--- src/eth_pkg.sv ---
// Shared widths, flag codes, pause constants and the txc control word for the 10G bridge
`default_nettype none

package eth_pkg;

   // Stream widths
   localparam int data_w      = 64;                // DMA and MAC data
   localparam int keep_w      = data_w / 8;
   localparam int ctrl_w      = 32;                // txc and rxs words
   localparam int ctrl_keep_w = ctrl_w / 8;

   // Flag nibbles
   localparam logic [3:0] txc_flag_normal = 4'hA; // Normal transmit control packet
   localparam logic [3:0] rxs_flag_status = 4'h5; // Top nibble of status word 0

   // MAC control pause frame
   localparam logic [15:0] pause_ethertype = 16'h8808;
   localparam logic [15:0] pause_opcode    = 16'h0001;

   // Transmit framer states
   localparam logic [1:0] tx_st_ctrl0 = 2'd0;     // Expect control word 0
   localparam logic [1:0] tx_st_ctrl1 = 2'd1;     // Expect control word 1
   localparam logic [1:0] tx_st_data  = 2'd2;     // Forward txd frame

   // Word 0 carries the flag
   typedef struct packed {
      logic [3:0]        flag;
      logic [ctrl_w-5:0] rsvd;
   } txc_flag_view_t;

   // Word 1 carries the application field
   typedef struct packed {
      logic [ctrl_w-2:0] rsvd;
      logic              abort;                    // Drop request from software
   } txc_app_view_t;

   // Same txc beat, decoded by position in the control packet
   typedef union packed {
      txc_flag_view_t flag_view;
      txc_app_view_t  app_view;
   } txc_word_u;

endpackage

`default_nettype wire

--- src/eth_tx_framer.sv ---
// Transmit framer: consumes the txc control packet, then forwards the txd frame to the MAC
`timescale 1ns/100ps
`default_nettype none

module eth_tx_framer (
   input  wire                              mm2s_clk,
   input  wire                              rst_n,
   input  wire  [eth_pkg::ctrl_w-1:0]       txc_tdata,
   input  wire  [eth_pkg::ctrl_keep_w-1:0]  txc_tkeep,
   input  wire                              txc_tlast,
   input  wire                              txc_tvalid,
   output logic                             txc_tready,
   input  wire  [eth_pkg::data_w-1:0]       txd_tdata,
   input  wire  [eth_pkg::keep_w-1:0]       txd_tkeep,
   input  wire                              txd_tlast,
   input  wire                              txd_tvalid,
   output logic                             txd_tready,
   output logic [eth_pkg::data_w-1:0]       tx_axis_mac_tdata,
   output logic [eth_pkg::keep_w-1:0]       tx_axis_mac_tkeep,
   output logic                             tx_axis_mac_tlast,
   output logic                             tx_axis_mac_tuser,
   output logic                             tx_axis_mac_tvalid,
   input  wire                              tx_axis_mac_tready
);

   logic [1:0]         state;
   logic               bad_frame;     // Frame goes out with tuser on its last beat
   logic               txc_fire;
   logic               txd_fire;
   logic               ctrl_partial;  // Word without full keep
   eth_pkg::txc_word_u txc_word;

   assign txc_word     = txc_tdata;
   assign ctrl_partial = (txc_tkeep != {eth_pkg::ctrl_keep_w{1'b1}});

   // Control accepted one word per cycle until the data phase
   assign txc_tready = (state != eth_pkg::tx_st_data);
   assign txc_fire   = txc_tvalid && txc_tready;

   // Data only while the output stage is empty or draining
   assign txd_tready = (state == eth_pkg::tx_st_data) &&
                       (!tx_axis_mac_tvalid || tx_axis_mac_tready);
   assign txd_fire   = txd_tvalid && txd_tready;

   always_ff @(posedge mm2s_clk)
   begin
      if (!rst_n)
      begin
         state     <= eth_pkg::tx_st_ctrl0;
         bad_frame <= 1'b0;
      end
      else
      begin
         case (state)
            eth_pkg::tx_st_ctrl0:
               if (txc_fire)
               begin
                  // Flag check, short packet counts as malformed
                  bad_frame <= (txc_word.flag_view.flag != eth_pkg::txc_flag_normal) ||
                               ctrl_partial || txc_tlast;
                  state     <= txc_tlast ? eth_pkg::tx_st_data : eth_pkg::tx_st_ctrl1;
               end
            eth_pkg::tx_st_ctrl1:
               if (txc_fire)
               begin
                  bad_frame <= bad_frame || txc_word.app_view.abort || ctrl_partial;
                  state     <= eth_pkg::tx_st_data;
               end
            eth_pkg::tx_st_data:
               if (txd_fire && txd_tlast)
                  state <= eth_pkg::tx_st_ctrl0;   // Next control packet
            default:
               state <= eth_pkg::tx_st_ctrl0;
         endcase
      end
   end

   // Output stage valid
   always_ff @(posedge mm2s_clk)
   begin
      if (!rst_n)
         tx_axis_mac_tvalid <= 1'b0;
      else if (txd_fire)
         tx_axis_mac_tvalid <= 1'b1;
      else if (tx_axis_mac_tready)
         tx_axis_mac_tvalid <= 1'b0;               // Drained
   end

   // Output stage payload, loads only on a txd transfer
   always_ff @(posedge mm2s_clk)
   begin
      if (txd_fire)
      begin
         tx_axis_mac_tdata <= txd_tdata;
         tx_axis_mac_tkeep <= txd_tkeep;
         tx_axis_mac_tlast <= txd_tlast;
         tx_axis_mac_tuser <= txd_tlast && bad_frame;   // Error only on last beat
      end
   end

endmodule

`default_nettype wire

--- src/eth_rx_payload.sv ---
// Receive forwarder: registers MAC beats onto rxd, counts frame bytes and reports frame end
`timescale 1ns/100ps
`default_nettype none

module eth_rx_payload (
   input  wire                          mm2s_clk,
   input  wire                          rst_n,
   input  wire  [eth_pkg::data_w-1:0]   rx_axis_mac_tdata,
   input  wire  [eth_pkg::keep_w-1:0]   rx_axis_mac_tkeep,
   input  wire                          rx_axis_mac_tlast,
   input  wire                          rx_axis_mac_tuser,
   input  wire                          rx_axis_mac_tvalid,
   output logic                         rx_axis_mac_tready,
   output logic [eth_pkg::data_w-1:0]   rxd_tdata,
   output logic [eth_pkg::keep_w-1:0]   rxd_tkeep,
   output logic                         rxd_tlast,
   output logic                         rxd_tvalid,
   input  wire                          rxd_tready,
   input  wire                          status_busy,
   output logic                         beat_fire,
   output logic                         frame_done,
   output logic [15:0]                  byte_count,
   output logic                         frame_good
);

   logic [15:0] byte_acc;     // Bytes of earlier beats in this frame
   logic [15:0] beat_bytes;

   // Last beat waits for the status writer to free up
   assign rx_axis_mac_tready = (!rxd_tvalid || rxd_tready) &&
                               !(rx_axis_mac_tlast && status_busy);

   assign beat_fire  = rx_axis_mac_tvalid && rx_axis_mac_tready;
   assign frame_done = beat_fire && rx_axis_mac_tlast;

   // Running total including the current beat, valid at frame_done
   assign beat_bytes = 16'($countones(rx_axis_mac_tkeep));
   assign byte_count = byte_acc + beat_bytes;
   assign frame_good = rx_axis_mac_tuser;          // MAC good flag, sampled on last beat

   always_ff @(posedge mm2s_clk)
   begin
      if (!rst_n)
         byte_acc <= 16'd0;
      else if (frame_done)
         byte_acc <= 16'd0;                        // Restart for next frame
      else if (beat_fire)
         byte_acc <= byte_count;
   end

   // rxd stage valid
   always_ff @(posedge mm2s_clk)
   begin
      if (!rst_n)
         rxd_tvalid <= 1'b0;
      else if (beat_fire)
         rxd_tvalid <= 1'b1;
      else if (rxd_tready)
         rxd_tvalid <= 1'b0;
   end

   // rxd stage payload
   always_ff @(posedge mm2s_clk)
   begin
      if (beat_fire)
      begin
         rxd_tdata <= rx_axis_mac_tdata;
         rxd_tkeep <= rx_axis_mac_tkeep;
         rxd_tlast <= rx_axis_mac_tlast;
      end
   end

endmodule

`default_nettype wire

--- src/eth_pause_detect.sv ---
// Pause detector: checks the MAC control header of each received frame and raises pause requests
`timescale 1ns/100ps
`default_nettype none

module eth_pause_detect (
   input  wire                         mm2s_clk,
   input  wire                         rst_n,
   input  wire                         beat_fire,
   input  wire                         frame_done,
   input  wire  [eth_pkg::data_w-1:0]  rx_axis_mac_tdata,
   input  wire                         rx_axis_mac_tuser,
   output logic                        is_pause,
   output logic                        pause_req,
   output logic [15:0]                 pause_val
);

   logic [1:0]  beat_idx;     // Saturates at 3
   logic        hdr_match;    // Ethertype and opcode seen on beat 1
   logic        hdr_now;
   logic [15:0] quanta_now;
   logic [15:0] quanta_q;     // Quanta from beat 2
   logic        pause_hit;

   // Bytes 12..15 on lanes 4..7, network order
   assign hdr_now = ({rx_axis_mac_tdata[39:32], rx_axis_mac_tdata[47:40]} ==
                     eth_pkg::pause_ethertype) &&
                    ({rx_axis_mac_tdata[55:48], rx_axis_mac_tdata[63:56]} ==
                     eth_pkg::pause_opcode);

   assign quanta_now = {rx_axis_mac_tdata[7:0], rx_axis_mac_tdata[15:8]};   // Bytes 16, 17

   // Header must come from this frame, so beat 1 is already behind us
   assign is_pause  = hdr_match && (beat_idx >= 2'd2);
   assign pause_hit = frame_done && is_pause && rx_axis_mac_tuser;

   always_ff @(posedge mm2s_clk)
   begin
      if (!rst_n)
      begin
         beat_idx  <= 2'd0;
         hdr_match <= 1'b0;
         pause_req <= 1'b0;
         pause_val <= 16'd0;
      end
      else
      begin
         pause_req <= pause_hit;                   // One cycle after frame_done
         if (pause_hit)
            pause_val <= (beat_idx == 2'd2) ? quanta_now : quanta_q;   // Held until next hit
         if (beat_fire)
         begin
            if (frame_done)
               beat_idx <= 2'd0;
            else if (beat_idx != 2'd3)
               beat_idx <= beat_idx + 2'd1;
            if (beat_idx == 2'd1)
               hdr_match <= hdr_now;
         end
      end
   end

   always_ff @(posedge mm2s_clk)
   begin
      if (beat_fire && (beat_idx == 2'd2))
         quanta_q <= quanta_now;
   end

endmodule

`default_nettype wire

--- src/eth_rx_status.sv ---
// Receive status writer: latches per-frame results and sends the two-word rxs packet
`timescale 1ns/100ps
`default_nettype none

module eth_rx_status (
   input  wire                              mm2s_clk,
   input  wire                              rst_n,
   input  wire                              frame_done,
   input  wire  [15:0]                      byte_count,
   input  wire                              frame_good,
   input  wire                              is_pause,
   output logic [eth_pkg::ctrl_w-1:0]       rxs_tdata,
   output logic [eth_pkg::ctrl_keep_w-1:0]  rxs_tkeep,
   output logic                             rxs_tlast,
   output logic                             rxs_tvalid,
   input  wire                              rxs_tready,
   output logic                             status_busy
);

   logic        word_sel;     // 0 flag word, 1 result word
   logic [15:0] count_q;
   logic        good_q;
   logic        pause_q;

   assign status_busy = rxs_tvalid;                // Packet not fully sent
   assign rxs_tkeep   = {eth_pkg::ctrl_keep_w{1'b1}};
   assign rxs_tlast   = word_sel;

   assign rxs_tdata = word_sel ?
                      {{(eth_pkg::ctrl_w-18){1'b0}}, pause_q, good_q, count_q} :
                      {eth_pkg::rxs_flag_status, {(eth_pkg::ctrl_w-4){1'b0}}};

   always_ff @(posedge mm2s_clk)
   begin
      if (!rst_n)
      begin
         rxs_tvalid <= 1'b0;
         word_sel   <= 1'b0;
      end
      else if (frame_done)
      begin
         rxs_tvalid <= 1'b1;                       // Word 0 next cycle
         word_sel   <= 1'b0;
      end
      else if (rxs_tvalid && rxs_tready)
      begin
         rxs_tvalid <= !word_sel;                  // Done after word 1
         word_sel   <= !word_sel;
      end
   end

   // Frame results, captured once per frame
   always_ff @(posedge mm2s_clk)
   begin
      if (frame_done)
      begin
         count_q <= byte_count;
         good_q  <= frame_good;
         pause_q <= is_pause;
      end
   end

endmodule

`default_nettype wire

--- src/axi_10geth.sv ---
// 10G Ethernet DMA to MAC bridge top: transmit framer plus receive forwarder, pause and status
`timescale 1ns/100ps
`default_nettype none

module axi_10geth (
   input  wire                              mm2s_clk,
   input  wire                              rst_n,
   input  wire  [eth_pkg::ctrl_w-1:0]       txc_tdata,
   input  wire  [eth_pkg::ctrl_keep_w-1:0]  txc_tkeep,
   input  wire                              txc_tlast,
   input  wire                              txc_tvalid,
   output wire                              txc_tready,
   input  wire  [eth_pkg::data_w-1:0]       txd_tdata,
   input  wire  [eth_pkg::keep_w-1:0]       txd_tkeep,
   input  wire                              txd_tlast,
   input  wire                              txd_tvalid,
   output wire                              txd_tready,
   output wire  [eth_pkg::data_w-1:0]       tx_axis_mac_tdata,
   output wire  [eth_pkg::keep_w-1:0]       tx_axis_mac_tkeep,
   output wire                              tx_axis_mac_tlast,
   output wire                              tx_axis_mac_tuser,
   output wire                              tx_axis_mac_tvalid,
   input  wire                              tx_axis_mac_tready,
   input  wire  [eth_pkg::data_w-1:0]       rx_axis_mac_tdata,
   input  wire  [eth_pkg::keep_w-1:0]       rx_axis_mac_tkeep,
   input  wire                              rx_axis_mac_tlast,
   input  wire                              rx_axis_mac_tuser,
   input  wire                              rx_axis_mac_tvalid,
   output wire                              rx_axis_mac_tready,
   output wire  [eth_pkg::data_w-1:0]       rxd_tdata,
   output wire  [eth_pkg::keep_w-1:0]       rxd_tkeep,
   output wire                              rxd_tlast,
   output wire                              rxd_tvalid,
   input  wire                              rxd_tready,
   output wire  [eth_pkg::ctrl_w-1:0]       rxs_tdata,
   output wire  [eth_pkg::ctrl_keep_w-1:0]  rxs_tkeep,
   output wire                              rxs_tlast,
   output wire                              rxs_tvalid,
   input  wire                              rxs_tready,
   output wire                              pause_req,
   output wire  [15:0]                      pause_val
);

   // Receive side results between the forwarder, detector and status writer
   wire        beat_fire;
   wire        frame_done;
   wire [15:0] byte_count;
   wire        frame_good;
   wire        is_pause;
   wire        status_busy;     // Holds off the next last beat

   // Port names match the top level and the internal nets
   eth_tx_framer eth_tx_framer_inst (.*);

   eth_rx_payload eth_rx_payload_inst (.*);

   eth_pause_detect eth_pause_detect_inst (.*);

   eth_rx_status eth_rx_status_inst (.*);

endmodule

`default_nettype wire

--- config.mk ---
export PLATFORM = sky130hd
export DESIGN_NAME = axi_10geth
export DESIGN_NICKNAME = d
export VERILOG_FILES = /design/src/eth_pkg.sv /design/src/eth_tx_framer.sv /design/src/eth_rx_payload.sv /design/src/eth_pause_detect.sv /design/src/eth_rx_status.sv /design/src/axi_10geth.sv
export SDC_FILE = /design/constraint.sdc
export NUM_CORES = 1
export LEC_CHECK = 0
export BUFFER_PORTS_ARGS = -buffer_cell sky130_fd_sc_hd__buf_4
export CELL_PAD_IN_SITES_DETAIL_PLACEMENT = 0
export CELL_PAD_IN_SITES_GLOBAL_PLACEMENT = 1
export CORE_MARGIN = 1.5
export CORE_UTILIZATION = 33
export CTS_CLUSTER_DIAMETER = 40
export CTS_CLUSTER_SIZE = 12
export DETAILED_ROUTE_END_ITERATION = 8
export GPL_ROUTABILITY_DRIVEN = 0
export GPL_TIMING_DRIVEN = 0
export HOLD_SLACK_MARGIN = 0.05
export PLACE_DENSITY = 0.74
export SYNTH_ARGS = -nofsm -noshare
export SYNTH_HDL_FRONTEND = slang
export SYNTH_SLANG_ARGS = --single-unit
--- constraint.sdc ---
create_clock -name mm2s_clk -period 4.59 [get_ports mm2s_clk]
set_input_delay 1.377 -clock mm2s_clk [delete_from_list [all_inputs] [get_ports mm2s_clk]]
set_output_delay 1.377 -clock mm2s_clk [all_outputs]
set_load 0.02 [all_outputs]
* Word-level counts from Yosys, hierarchy flattened *
Index checks and enable logic that the tools add are counted.
W data, S select, Z words.

storage, ports and cells
  flip-flop bits (word level) = 224
  latch bits = 0
  bits in writable memories = 0
  memory bits (read-only) = 0
  input port bits = 192
  output and inout port bits = 207
  logic and storage cells = 100
  memories kept = 0

cells by class
  $add $sub $neg = 9
  $mul = 0
  divide/modulo/power cells = 0
  magnitude comparators = 1
  equal/unequal tests = 13
  shifts and indexed selects = 0
  multiplexer cells = 18
  bitwise operators = 1
  reductions and logical operators = 36

operator list
  operator                count
  $add A16 B16 Y16        4
  $mux W31                1
  $eq A16 B1 Y1 const B   1
  $eq A16 B16 Y1 const B  1
  $mux W16                1
  $logic_and A1 B1 Y1     15
  $mux W2                 6
  $reduce_bool A2 Y1      5
  $add A1 B1 Y2           4
  $mux W1                 8
  $ne A4 B4 Y1 const B    2
  $logic_or A1 B1 Y1      6
  $ne A2 B2 Y1 const B    3
  $pmux W2 S3             1
  $reduce_and A3 Y1       2
  $eq A2 B1 Y1 const B    2
  $eq A2 B2 Y1 const B    2
  $logic_not A1 Y1        4
  $ne A2 B1 Y1 const B    2
  $reduce_and A2 Y1       2
  $add A2 B1 Y2 const B   1
  $ge A2 B2 Y1 const B    1
  $logic_not A2 Y1        1
  $pmux W1 S2             1
  other kinds (2)         2

* Longest topological paths before layout *
Gate-level depths: netlist of run 1.

  depth in word-level cells = 7
  gate-level depth with buffers = 11
  mapped depth without buffers = 10

* Cells and area by module *
From an unflattened synthesis of run 1, not the netlist that was laid out.

unflattened totals
  cell total of the unflattened synthesis = 509
  area total of the unflattened synthesis = 8345.5 um^2

modules (own cells, without submodules)
  module            times used  cells an instance  area an instance (um^2)  seq. area each (um^2)
  eth_rx_payload    1           219                3449.6                   2532.4
  eth_tx_framer     1           102                2466.1                   2302.2
  eth_pause_detect  1           121                1530.2                   880.8
  eth_rx_status     1           67                 899.6                    580.6

* Worst setup path after synthesis of run 1 *
OpenSTA, ideal clock, no wires.

  path kind = in2reg
  start = in rxd_tready
  end = reg eth_pause_detect_inst.quanta_q[0] (enable)
  setup time = 325 ps
  arrival time = 4272 ps
  data required time = 4265 ps
  slack = -7 ps
  stages on the path = 5
  buffers on the path = 1
  cell sequence = nand2b_1 -> nand3_1 -> buf_2 -> clkinv_1 -> and2_1

between the ends
  word-level cells in the longest chain between the ends = 4

RTL lines
  what                  RTL line                source
  start, declared       axi_10geth.sv:34        input wire rxd_tready,
  $logic_or A1 B1 Y1    eth_rx_payload.sv:30    assign rx_axis_mac_tready = (!rxd_tvalid || rxd_tready) &&
  $logic_and A1 B1 Y1   eth_rx_payload.sv:30
  $logic_and A1 B1 Y1   eth_rx_payload.sv:33    assign beat_fire = rx_axis_mac_tvalid && rx_axis_mac_tready;
  via beat_fire         axi_10geth.sv:45        wire beat_fire;
  $logic_and A1 B1 Y1   eth_pause_detect.sv:64  if (beat_fire && (beat_idx == 2'd2))
  end signal, assigned  eth_pause_detect.sv:65  quanta_q <= quanta_now;
  end, declared         eth_pause_detect.sv:21  logic [15:0] quanta_q;

The timed path passes the listed nets, and every way through them passes these cells.
A chain may end at the register's enable or synchronous reset.

* Worst setup path after layout of run 1 *
  start = in rx_axis_mac_tkeep[7] (netlist name)
  end = reg eth_rx_payload_inst.byte_acc[6]

between the ends
  word-level cells in the longest chain between the ends = 4

RTL lines
  what                                                 RTL line              source
  start, declared                                      axi_10geth.sv:25      input wire [eth_pkg::keep_w-1:0] rx_axis_mac_tkeep,
  $add A1 B1 Y2 (not written as such)                  eth_rx_payload.sv:37  assign beat_bytes = 16'($countones(rx_axis_mac_tkeep));
  $add A16 B16 Y16 (not written as such) (2 in a row)  eth_rx_payload.sv:37
  $add A16 B16 Y16                                     eth_rx_payload.sv:38  assign byte_count = byte_acc + beat_bytes;
  end signal, assigned                                 eth_rx_payload.sv:48  byte_acc <= byte_count;
  end, declared                                        eth_rx_payload.sv:26  logic [15:0] byte_acc;

Every way passes these cells.

==> summary.md, run 1 <==
| Metric | Value |
|---|---|
| Status | finished clean |
| Most used cell, CP | fa_1 |
| Final Critical Period | 4.41 ns |
| Routed Antenna Nets | 0 |
| Grt ovf | 0 |
| Crit start category | primary input |
| Post-cts sizing count | 0 |
| Net Sw Frac | 23.9% |
| # setup viols final | 0 |
| Layout cells sized above 1 | 47.3% |
| Total GRT Usage | 17.1% |
| Area after DPL | 11700 sq um |
| Longest Clk Path Bufs | 3 |
| Via count | 5734 |
| Drt first-iter violations | 314 |
| Die height | 163 um |
| CP arrival | 4.88 ns |
| Final hold violations | 0 |
| Slew @ Worst Pin | 0.943 ns |
| Commonest cells after routing, fill and taps aside | 374 x buf_4, 181 x edfxtp_1, 43 x dfxtp_1 |
| Initial antenna violation count | 1 |
| Post-CTS setup buffer count | 0 |
| DIE AREA | 26700 sq um |
| Post-Syn Area | 8480 sq um |
| First-pass GRT wire length | 34100 um |
| Vias/cell | 4.44 |
| CTS HTree Levels | 1 |
| Max transition margin | 37.1% |
| Fmax | 227 MHz |
| Synth Register Bits | 224 |
| Core box area | 25200 sq um |
| Crit path capture type | flop |
| Final HPWL DP | 18300 um |
| Register share of total power | 44.9% |
| Area of the multi-input gates | 1940 sq um |
| Comb pwr share | 11.1% |
| CTS sink count | 224 |
| WP data required | 5.06 ns |
| PwrDens | 411 nW/um^2 |
| Reg area | 6300 sq um |
| Leakage | 0.00512 uW |
| Cts bufs inserted | 31 |
| Nets | 1148 |
| Max Cap Viol | 0 |
| Switch Pwr | 1250 uW |
| Post-Place Cells | 1236 |
| # diodes | 0 |
| Fin. max-slew vios | 0 |
| FFs w/ async S/R, synth | 0% |
| Yosys warning total | 0 |
| Cell Rows | 58 |
| FF-to-FF setup slack | 1.58 ns |
| Vias in the first global route | 5653 |
| Crit path max fanout | 10 |
| Pint | 3960 uW |
| Clock network power share | 44.0% |
| Post-Synthesis Cells | 535 |
| IO Count | 399 |
| DRT Wirelength | 23700 um |
| Setup repair after global routing missed its margin | false |
| CTS tree | done |
| Yosys cell types | 49 |
| # fillers | 2259 |
| Commonest non-fill, non-tap cell in the layout | buf_4 |
| Period utilization | 96.0% |
| Sequential area share after synthesis | 74.2% |
| CP Cell Sequence | buf_4 > ha_1 > inv_1 > fa_1 > fa_1 > fa_1 > fa_1 > and2b_1 > o21ai_1 > buf_2 > or4_1 > a21oi_1 |
| Most used DFF post-synth | edfxtp_1 |
| Clk_lat worst skew | 0.54 ns |
| Area grow syn2layout | 49.4% |
| Clock-pin slew on the worst setup and hold paths | 0.05 ns |
| Largest stage delay on the critical path | 0.58 ns |
| Mapped Avg Cell Area | 15.9 sq um |
| Layout Cells excl Fill | 1292 |
| DIE WIDTH | 163 um |
| Drt pass-1 iters | 4 |
| Largest net degree at the start of global routing | 55 |
| Post-CTS Hold Fix Bufs | 0 |
| Fin area | 12700 sq um |
| Residual DRC count | 0 |
| Worst Setup Path Type | in2reg |
| Starting Density | 33.7% |
| Skew final | 0.0122 ns |
| Clk root buf | clkbuf_16 |
| Worst vdd ir | 0.000334 V |
| Port Buf Inserts | 355 |
| Post-synth EDFFs | 181 |
| Hold WC Path Type | reg2reg |
| CP max-delay cell | fa_1 |
| Drt wl/cell | 18.4 um |
-- path summary, 6_finish.rpt --
path / depth (start not counted) / start / endpoint
max: 12 / rx_axis_mac_tkeep[7] / eth_rx_payload_inst.byte_acc[6]$_SDFFE_PP0P_
min: 2 / eth_rx_payload_inst.byte_acc[2]$_SDFFE_PP0P_ / eth_rx_payload_inst.byte_acc[2]$_SDFFE_PP0P_
max reg2reg: 9 / eth_rx_payload_inst.byte_acc[1]$_SDFFE_PP0P_ / eth_rx_payload_inst.byte_acc[6]$_SDFFE_PP0P_
min reg2reg: 2 / eth_rx_payload_inst.byte_acc[2]$_SDFFE_PP0P_ / eth_rx_payload_inst.byte_acc[2]$_SDFFE_PP0P_
-- sequential cells by signal, summed over array words and instances (netlist names) --
signal	cells
eth_rx_payload_inst.rxd_tkeep	8
eth_rx_payload_inst.byte_acc	16
eth_rx_status_inst.rxs_tvalid	1
eth_rx_status_inst.count_q	16
eth_rx_status_inst.pause_q	1
eth_rx_payload_inst.rxd_tvalid	1
eth_pause_detect_inst.quanta_q	16
eth_tx_framer_inst.tx_axis_mac_tuser	1
eth_rx_status_inst.good_q	1
eth_tx_framer_inst.state	2
eth_tx_framer_inst.tx_axis_mac_tlast	1
eth_pause_detect_inst.pause_req	1
eth_rx_payload_inst.rxd_tdata	64
eth_rx_status_inst.rxs_tlast	1
eth_tx_framer_inst.tx_axis_mac_tkeep	8
eth_pause_detect_inst.pause_val	16
eth_tx_framer_inst.bad_frame	1
eth_pause_detect_inst.hdr_match	1
eth_pause_detect_inst.beat_idx	2
eth_rx_payload_inst.rxd_tlast	1
eth_tx_framer_inst.tx_axis_mac_tdata	64
eth_tx_framer_inst.tx_axis_mac_tvalid	1
-- power by group through the flow --
stage | combinational, uW | clock (uW) | sequential, uW
4_1_cts | 586 | 2350 | 2340
3_3_place_gp | 568 | 0 | 2380
2_1_floorplan | 203 | 0 | 2460
3_5_place_dp | 580 | 0 | 2380
6_report | 577 | 2290 | 2340
5_1_grt | 625 | 2450 | 2350
-- stage by stage --
step / setup WS [ns] / util (%) / hold WS, ns / total power (uW) / setup TNS (ns)
5_1_grt: 0.0880 / 50.3 / 0.473 / 5420 / 0
3_3_place_gp: -0.316 / 46.1 / 0.448 / 2950 / -14.83
3_5_place_dp: -0.342 / 46.3 / 0.460 / 2960 / -2.97
6_report: 0.183 / 50.3 / 0.461 / 5210 / 0
4_1_cts: 0.220 / 50.3 / 0.468 / 5280 / 0
2_1_floorplan: 0.0564 / - / 0.441 / 2660 / 0
-- synthesized netlist by cell type, drive strengths merged (6+ instances only) --
master	count	area [sq um]
buf	28	198
and2	24	150
xor2	8	70.1
inv	22	82.6
dfxtp	43	861
nand2b	9	56.3
nor2	28	105
o21ai	6	30.0
mux2i	23	230
nand2	24	90.1
a211oi	24	245
ha	11	138
edfxtp	181	5440
xnor2	7	61.3
nor4b	7	76.3
fa	6	120
a21oi	19	95.1
-- worst max-delay path, delay by kind of cell --
family / cells / cell delay (ns)
fa+ha+maj: 5 / 2.11
simple gates: 2 / 0.67
buf+inv: 3 / 0.40
compound gates: 2 / 0.32
-- final cells by class --
type                            count  area share [%]
Clock inverter                     19            1.59
Buffer                             33            1.71
Clock buffer                       37            6.38
Timing Repair Buffer              357            21.4
Multi-Input combinational cell    269            15.3
Inverter                           23           0.691
Tap cell                          330            3.26
Sequential cell                   224            49.7
-- cell families after synthesis --
family,count (synthesis),synth area share [%]
flops,224,74.2
simple gates,129,8.39
compound gates,69,6.42
buf+inv,56,3.57
mux,23,2.71
fa+ha+maj,17,3.04
xor+xnor,15,1.55
other cells,2,0.0885
-- layer usage --
metal | routed length, um | track usage (%) | vias to the layer above
met2 | 12600 | 31.8 | 230
met4 | 404 | 4.92 | 0
met1 | 8730 | 19.0 | 2702
met5 | 0 | 0 | -
met3 | 2020 | 4.67 | 23
li1 | - | - | 2779
(Power assumes the default switching activity.)
==> run 2: changes to the inputs <==
CORE_ASPECT_RATIO = 0.5   (was unset)
==> run 2 against run 1 <==
Critical path depth unchanged. Combinational power about the same. Via count increased by 1.1%. Clock skew about the same. Clock power decreased by 16%. Total power decreased by 7.1%. Worst hold slack improved by 0.011 ns. Sequential power about the same. Cell area decreased by 1.5%. Setup slack improved by 0.030 ns. Largest power group unchanged.
==> summary.md, run 2 (synthesis results as in run 1) <==
| Metric | Value |
|---|---|
| Fmax | 228 MHz (was 227 MHz) |
| Dpl ws | -0.345 ns (was -0.342 ns) |
| Period utilization | 95.4% (was 96.0%) |
| Commonest non-fill, non-tap cell in the layout | buf_4 (unchanged) |
| WP data required | 5.05 ns (was 5.06 ns) |
| Drt pass-1 iters | 4 (unchanged) |
| Most used cell, CP | fa_1 (unchanged) |
| CP Cell Sequence | buf_4 > ha_1 > inv_1 > fa_1 > fa_1 > fa_1 > fa_1 > and2b_1 > o21ai_2 > buf_2 > or4_1 > a21oi_1 (was buf_4 > ha_1 > inv_1 > fa_1 > fa_1 > fa_1 > fa_1 > and2b_1 > o21ai_1 > buf_2 > or4_1 > a21oi_1) |
| Layout Cells excl Fill | 1292 (unchanged) |
| CTS HTree Levels | 1 (unchanged) |
| Fin. max-slew vios | 0 (unchanged) |
| Vias in the first global route | 5505 (was 5653) |
| Starting Density | 33.6% (was 33.7%) |
| Final HPWL DP | 17800 um (was 18300 um) |
| Layout cells sized above 1 | 46.7% (was 47.3%) |
| CP max-delay cell | fa_1 (unchanged) |
| Slew @ Worst Pin | 0.972 ns (was 0.943 ns) |
| Post-Place Cells | 1249 (was 1236) |
| Max Cap Viol | 0 (unchanged) |
| PwrDens | 388 nW/um^2 (was 411 nW/um^2) |
| Clock-pin slew on the worst setup and hold paths | 0.06 ns (was 0.05 ns) |
| Setup ws final | 0.213 ns (was 0.183 ns) |
| CP arrival | 4.84 ns (was 4.88 ns) |
| Status | finished clean (unchanged) |
| Drt first-iter violations | 290 (was 314) |
| Clk_lat worst skew | 0.53 ns (was 0.54 ns) |
| DRT Wirelength | 23500 um (was 23700 um) |
| Leakage | 0.00502 uW (was 0.00512 uW) |
| Skew final | 0.0118 ns (was 0.0122 ns) |
| CP top delay family | adder cells (unchanged) |
| Cell Rows | 41 (was 58) |
| Residual DRC count | 0 (unchanged) |
| Drt wl/cell | 18.2 um (was 18.4 um) |
| CP bufs+invs | 3 (unchanged) |
| Biggest registers after layout | eth_rx_payload_inst.rxd_tdata: 64 flops, eth_tx_framer_inst.tx_axis_mac_tdata: 64 flops (unchanged) |
| Cts bufs inserted | 26 (was 31) |
| Routed Antenna Nets | 0 (unchanged) |
| Core box area | 25200 sq um (about the same) |
| Nets | 1143 (was 1148) |
| Final hold violations | 0 (unchanged) |
| CTS sink count | 224 (unchanged) |
| Worst vdd ir | 0.000279 V (was 0.000334 V) |
| DIE WIDTH | 230 um (was 163 um) |
| First-pass GRT wire length | 33400 um (was 34100 um) |
| Die height | 116 um (was 163 um) |
| DIE AREA | 26700 sq um (about the same) |
| IO Count | 399 (unchanged) |
| Final Util | 49.5% (was 50.3%) |
| Commonest cells after routing, fill and taps aside | 374 x buf_4, 181 x edfxtp_1, 43 x dfxtp_1 (unchanged) |
| Crit path max fanout | 10 (unchanged) |
| Clk root buf | clkbuf_16 (unchanged) |
| Setup repair after global routing missed its margin | false (unchanged) |
| Final Critical Period | 4.38 ns (was 4.41 ns) |
| Worst Setup Path Type | in2reg (unchanged) |
| Longest Clk Path Bufs | 3 (unchanged) |
| Fin area | 12500 sq um (was 12700 sq um) |
| Via count | 5797 (was 5734) |
| CTS tree | done (unchanged) |
| # diodes | 0 (unchanged) |
| Area grow syn2layout | 47.2% (was 49.4%) |
| Area after DPL | 11700 sq um (about the same) |
| Largest net degree at the start of global routing | 82 (was 55) |
| Max transition margin | 35.2% (was 37.1%) |
| Largest stage delay on the critical path | 0.58 ns (about the same) |
| Crit start category | primary input (unchanged) |
| Port Buf Inserts | 355 (unchanged) |
| Total GRT Usage | 16.4% (was 17.1%) |
| Crit path capture type | flop (unchanged) |
| Grt ovf | 0 (unchanged) |
| Hold WC Path Type | reg2reg (unchanged) |
| Initial antenna violation count | 0 (was 1) |
| Total Neg Setup Slack | 0 ns (unchanged) |
| Vias/cell | 4.49 (was 4.44) |
| # setup viols final | 0 (unchanged) |
| FF-to-FF setup slack | 1.60 ns (was 1.58 ns) |
[run 2: worst reg2reg max path: cells and delay by family (launching register included)]
| family | cells | cell delay (ns) |
|---|---|---|
| adder cells (fa/ha/maj) | 3 | 1.36 |
| AND/OR/NAND/NOR | 2 | 0.69 |
| flip-flops | 1 | 0.34 |
| buffers and inverters | 2 | 0.29 |
| AO/OA/AOI/OAI | 2 | 0.25 |
[run 2: routing by layer]
layer  vias to the layer above  wire length (um)  track usage (%)  part of all wire [%]
li1                       2753                 -                -                     -
met5                         -                 0                0                     0
met1                      2866              9640             20.7                    41
met2                       148             12200             29.3                    52
met4                         0               421             4.05                   1.8
met3                        30              1170             3.61                   5.0
[run 2: power by group]
part / internal [uW] / switching [uW]
clock: 1110 / 818
combinational: 263 / 316
sequential: 2310 / 30.9
[run 2: path summary, 6_finish.rpt]
kind	end	depth (start not counted)	startpoint
hold / removal	eth_rx_payload_inst.byte_acc[2]$_SDFFE_PP0P_	2	eth_rx_payload_inst.byte_acc[2]$_SDFFE_PP0P_
setup / recovery	eth_rx_payload_inst.byte_acc[6]$_SDFFE_PP0P_	12	rx_axis_mac_tkeep[6]
hold reg to reg	eth_rx_payload_inst.byte_acc[2]$_SDFFE_PP0P_	2	eth_rx_payload_inst.byte_acc[2]$_SDFFE_PP0P_
setup reg to reg	eth_rx_payload_inst.byte_acc[6]$_SDFFE_PP0P_	9	eth_rx_payload_inst.byte_acc[1]$_SDFFE_PP0P_
[run 2: per-stage QoR]
stage | hold slack [ns] | power, uW
finish | 0.473 | 4840
CTS | 0.475 | 4890
floorplan | 0.441 | 2660
detailed placement | 0.457 | 2960
global placement | 0.451 | 2950
global route | 0.509 | 5030
[run 2: what timing repair did]
action	CTS	global route
setup endpoints to repair	0	1
resized for setup	0	1
hold buffers	0	0
buffers inserted	0	0
[run 2: final cells by class]
type | count | area, sq um
Buffer | 33 | 216
Multi-Input combinational cell | 269 | 1940
Sequential cell | 224 | 6300
Tap cell | 344 | 430
Inverter | 23 | 88.8
Timing Repair Buffer | 357 | 2720
Fill cell | 2235 | 12800
Clock buffer | 32 | 714
Clock inverter | 10 | 75.1
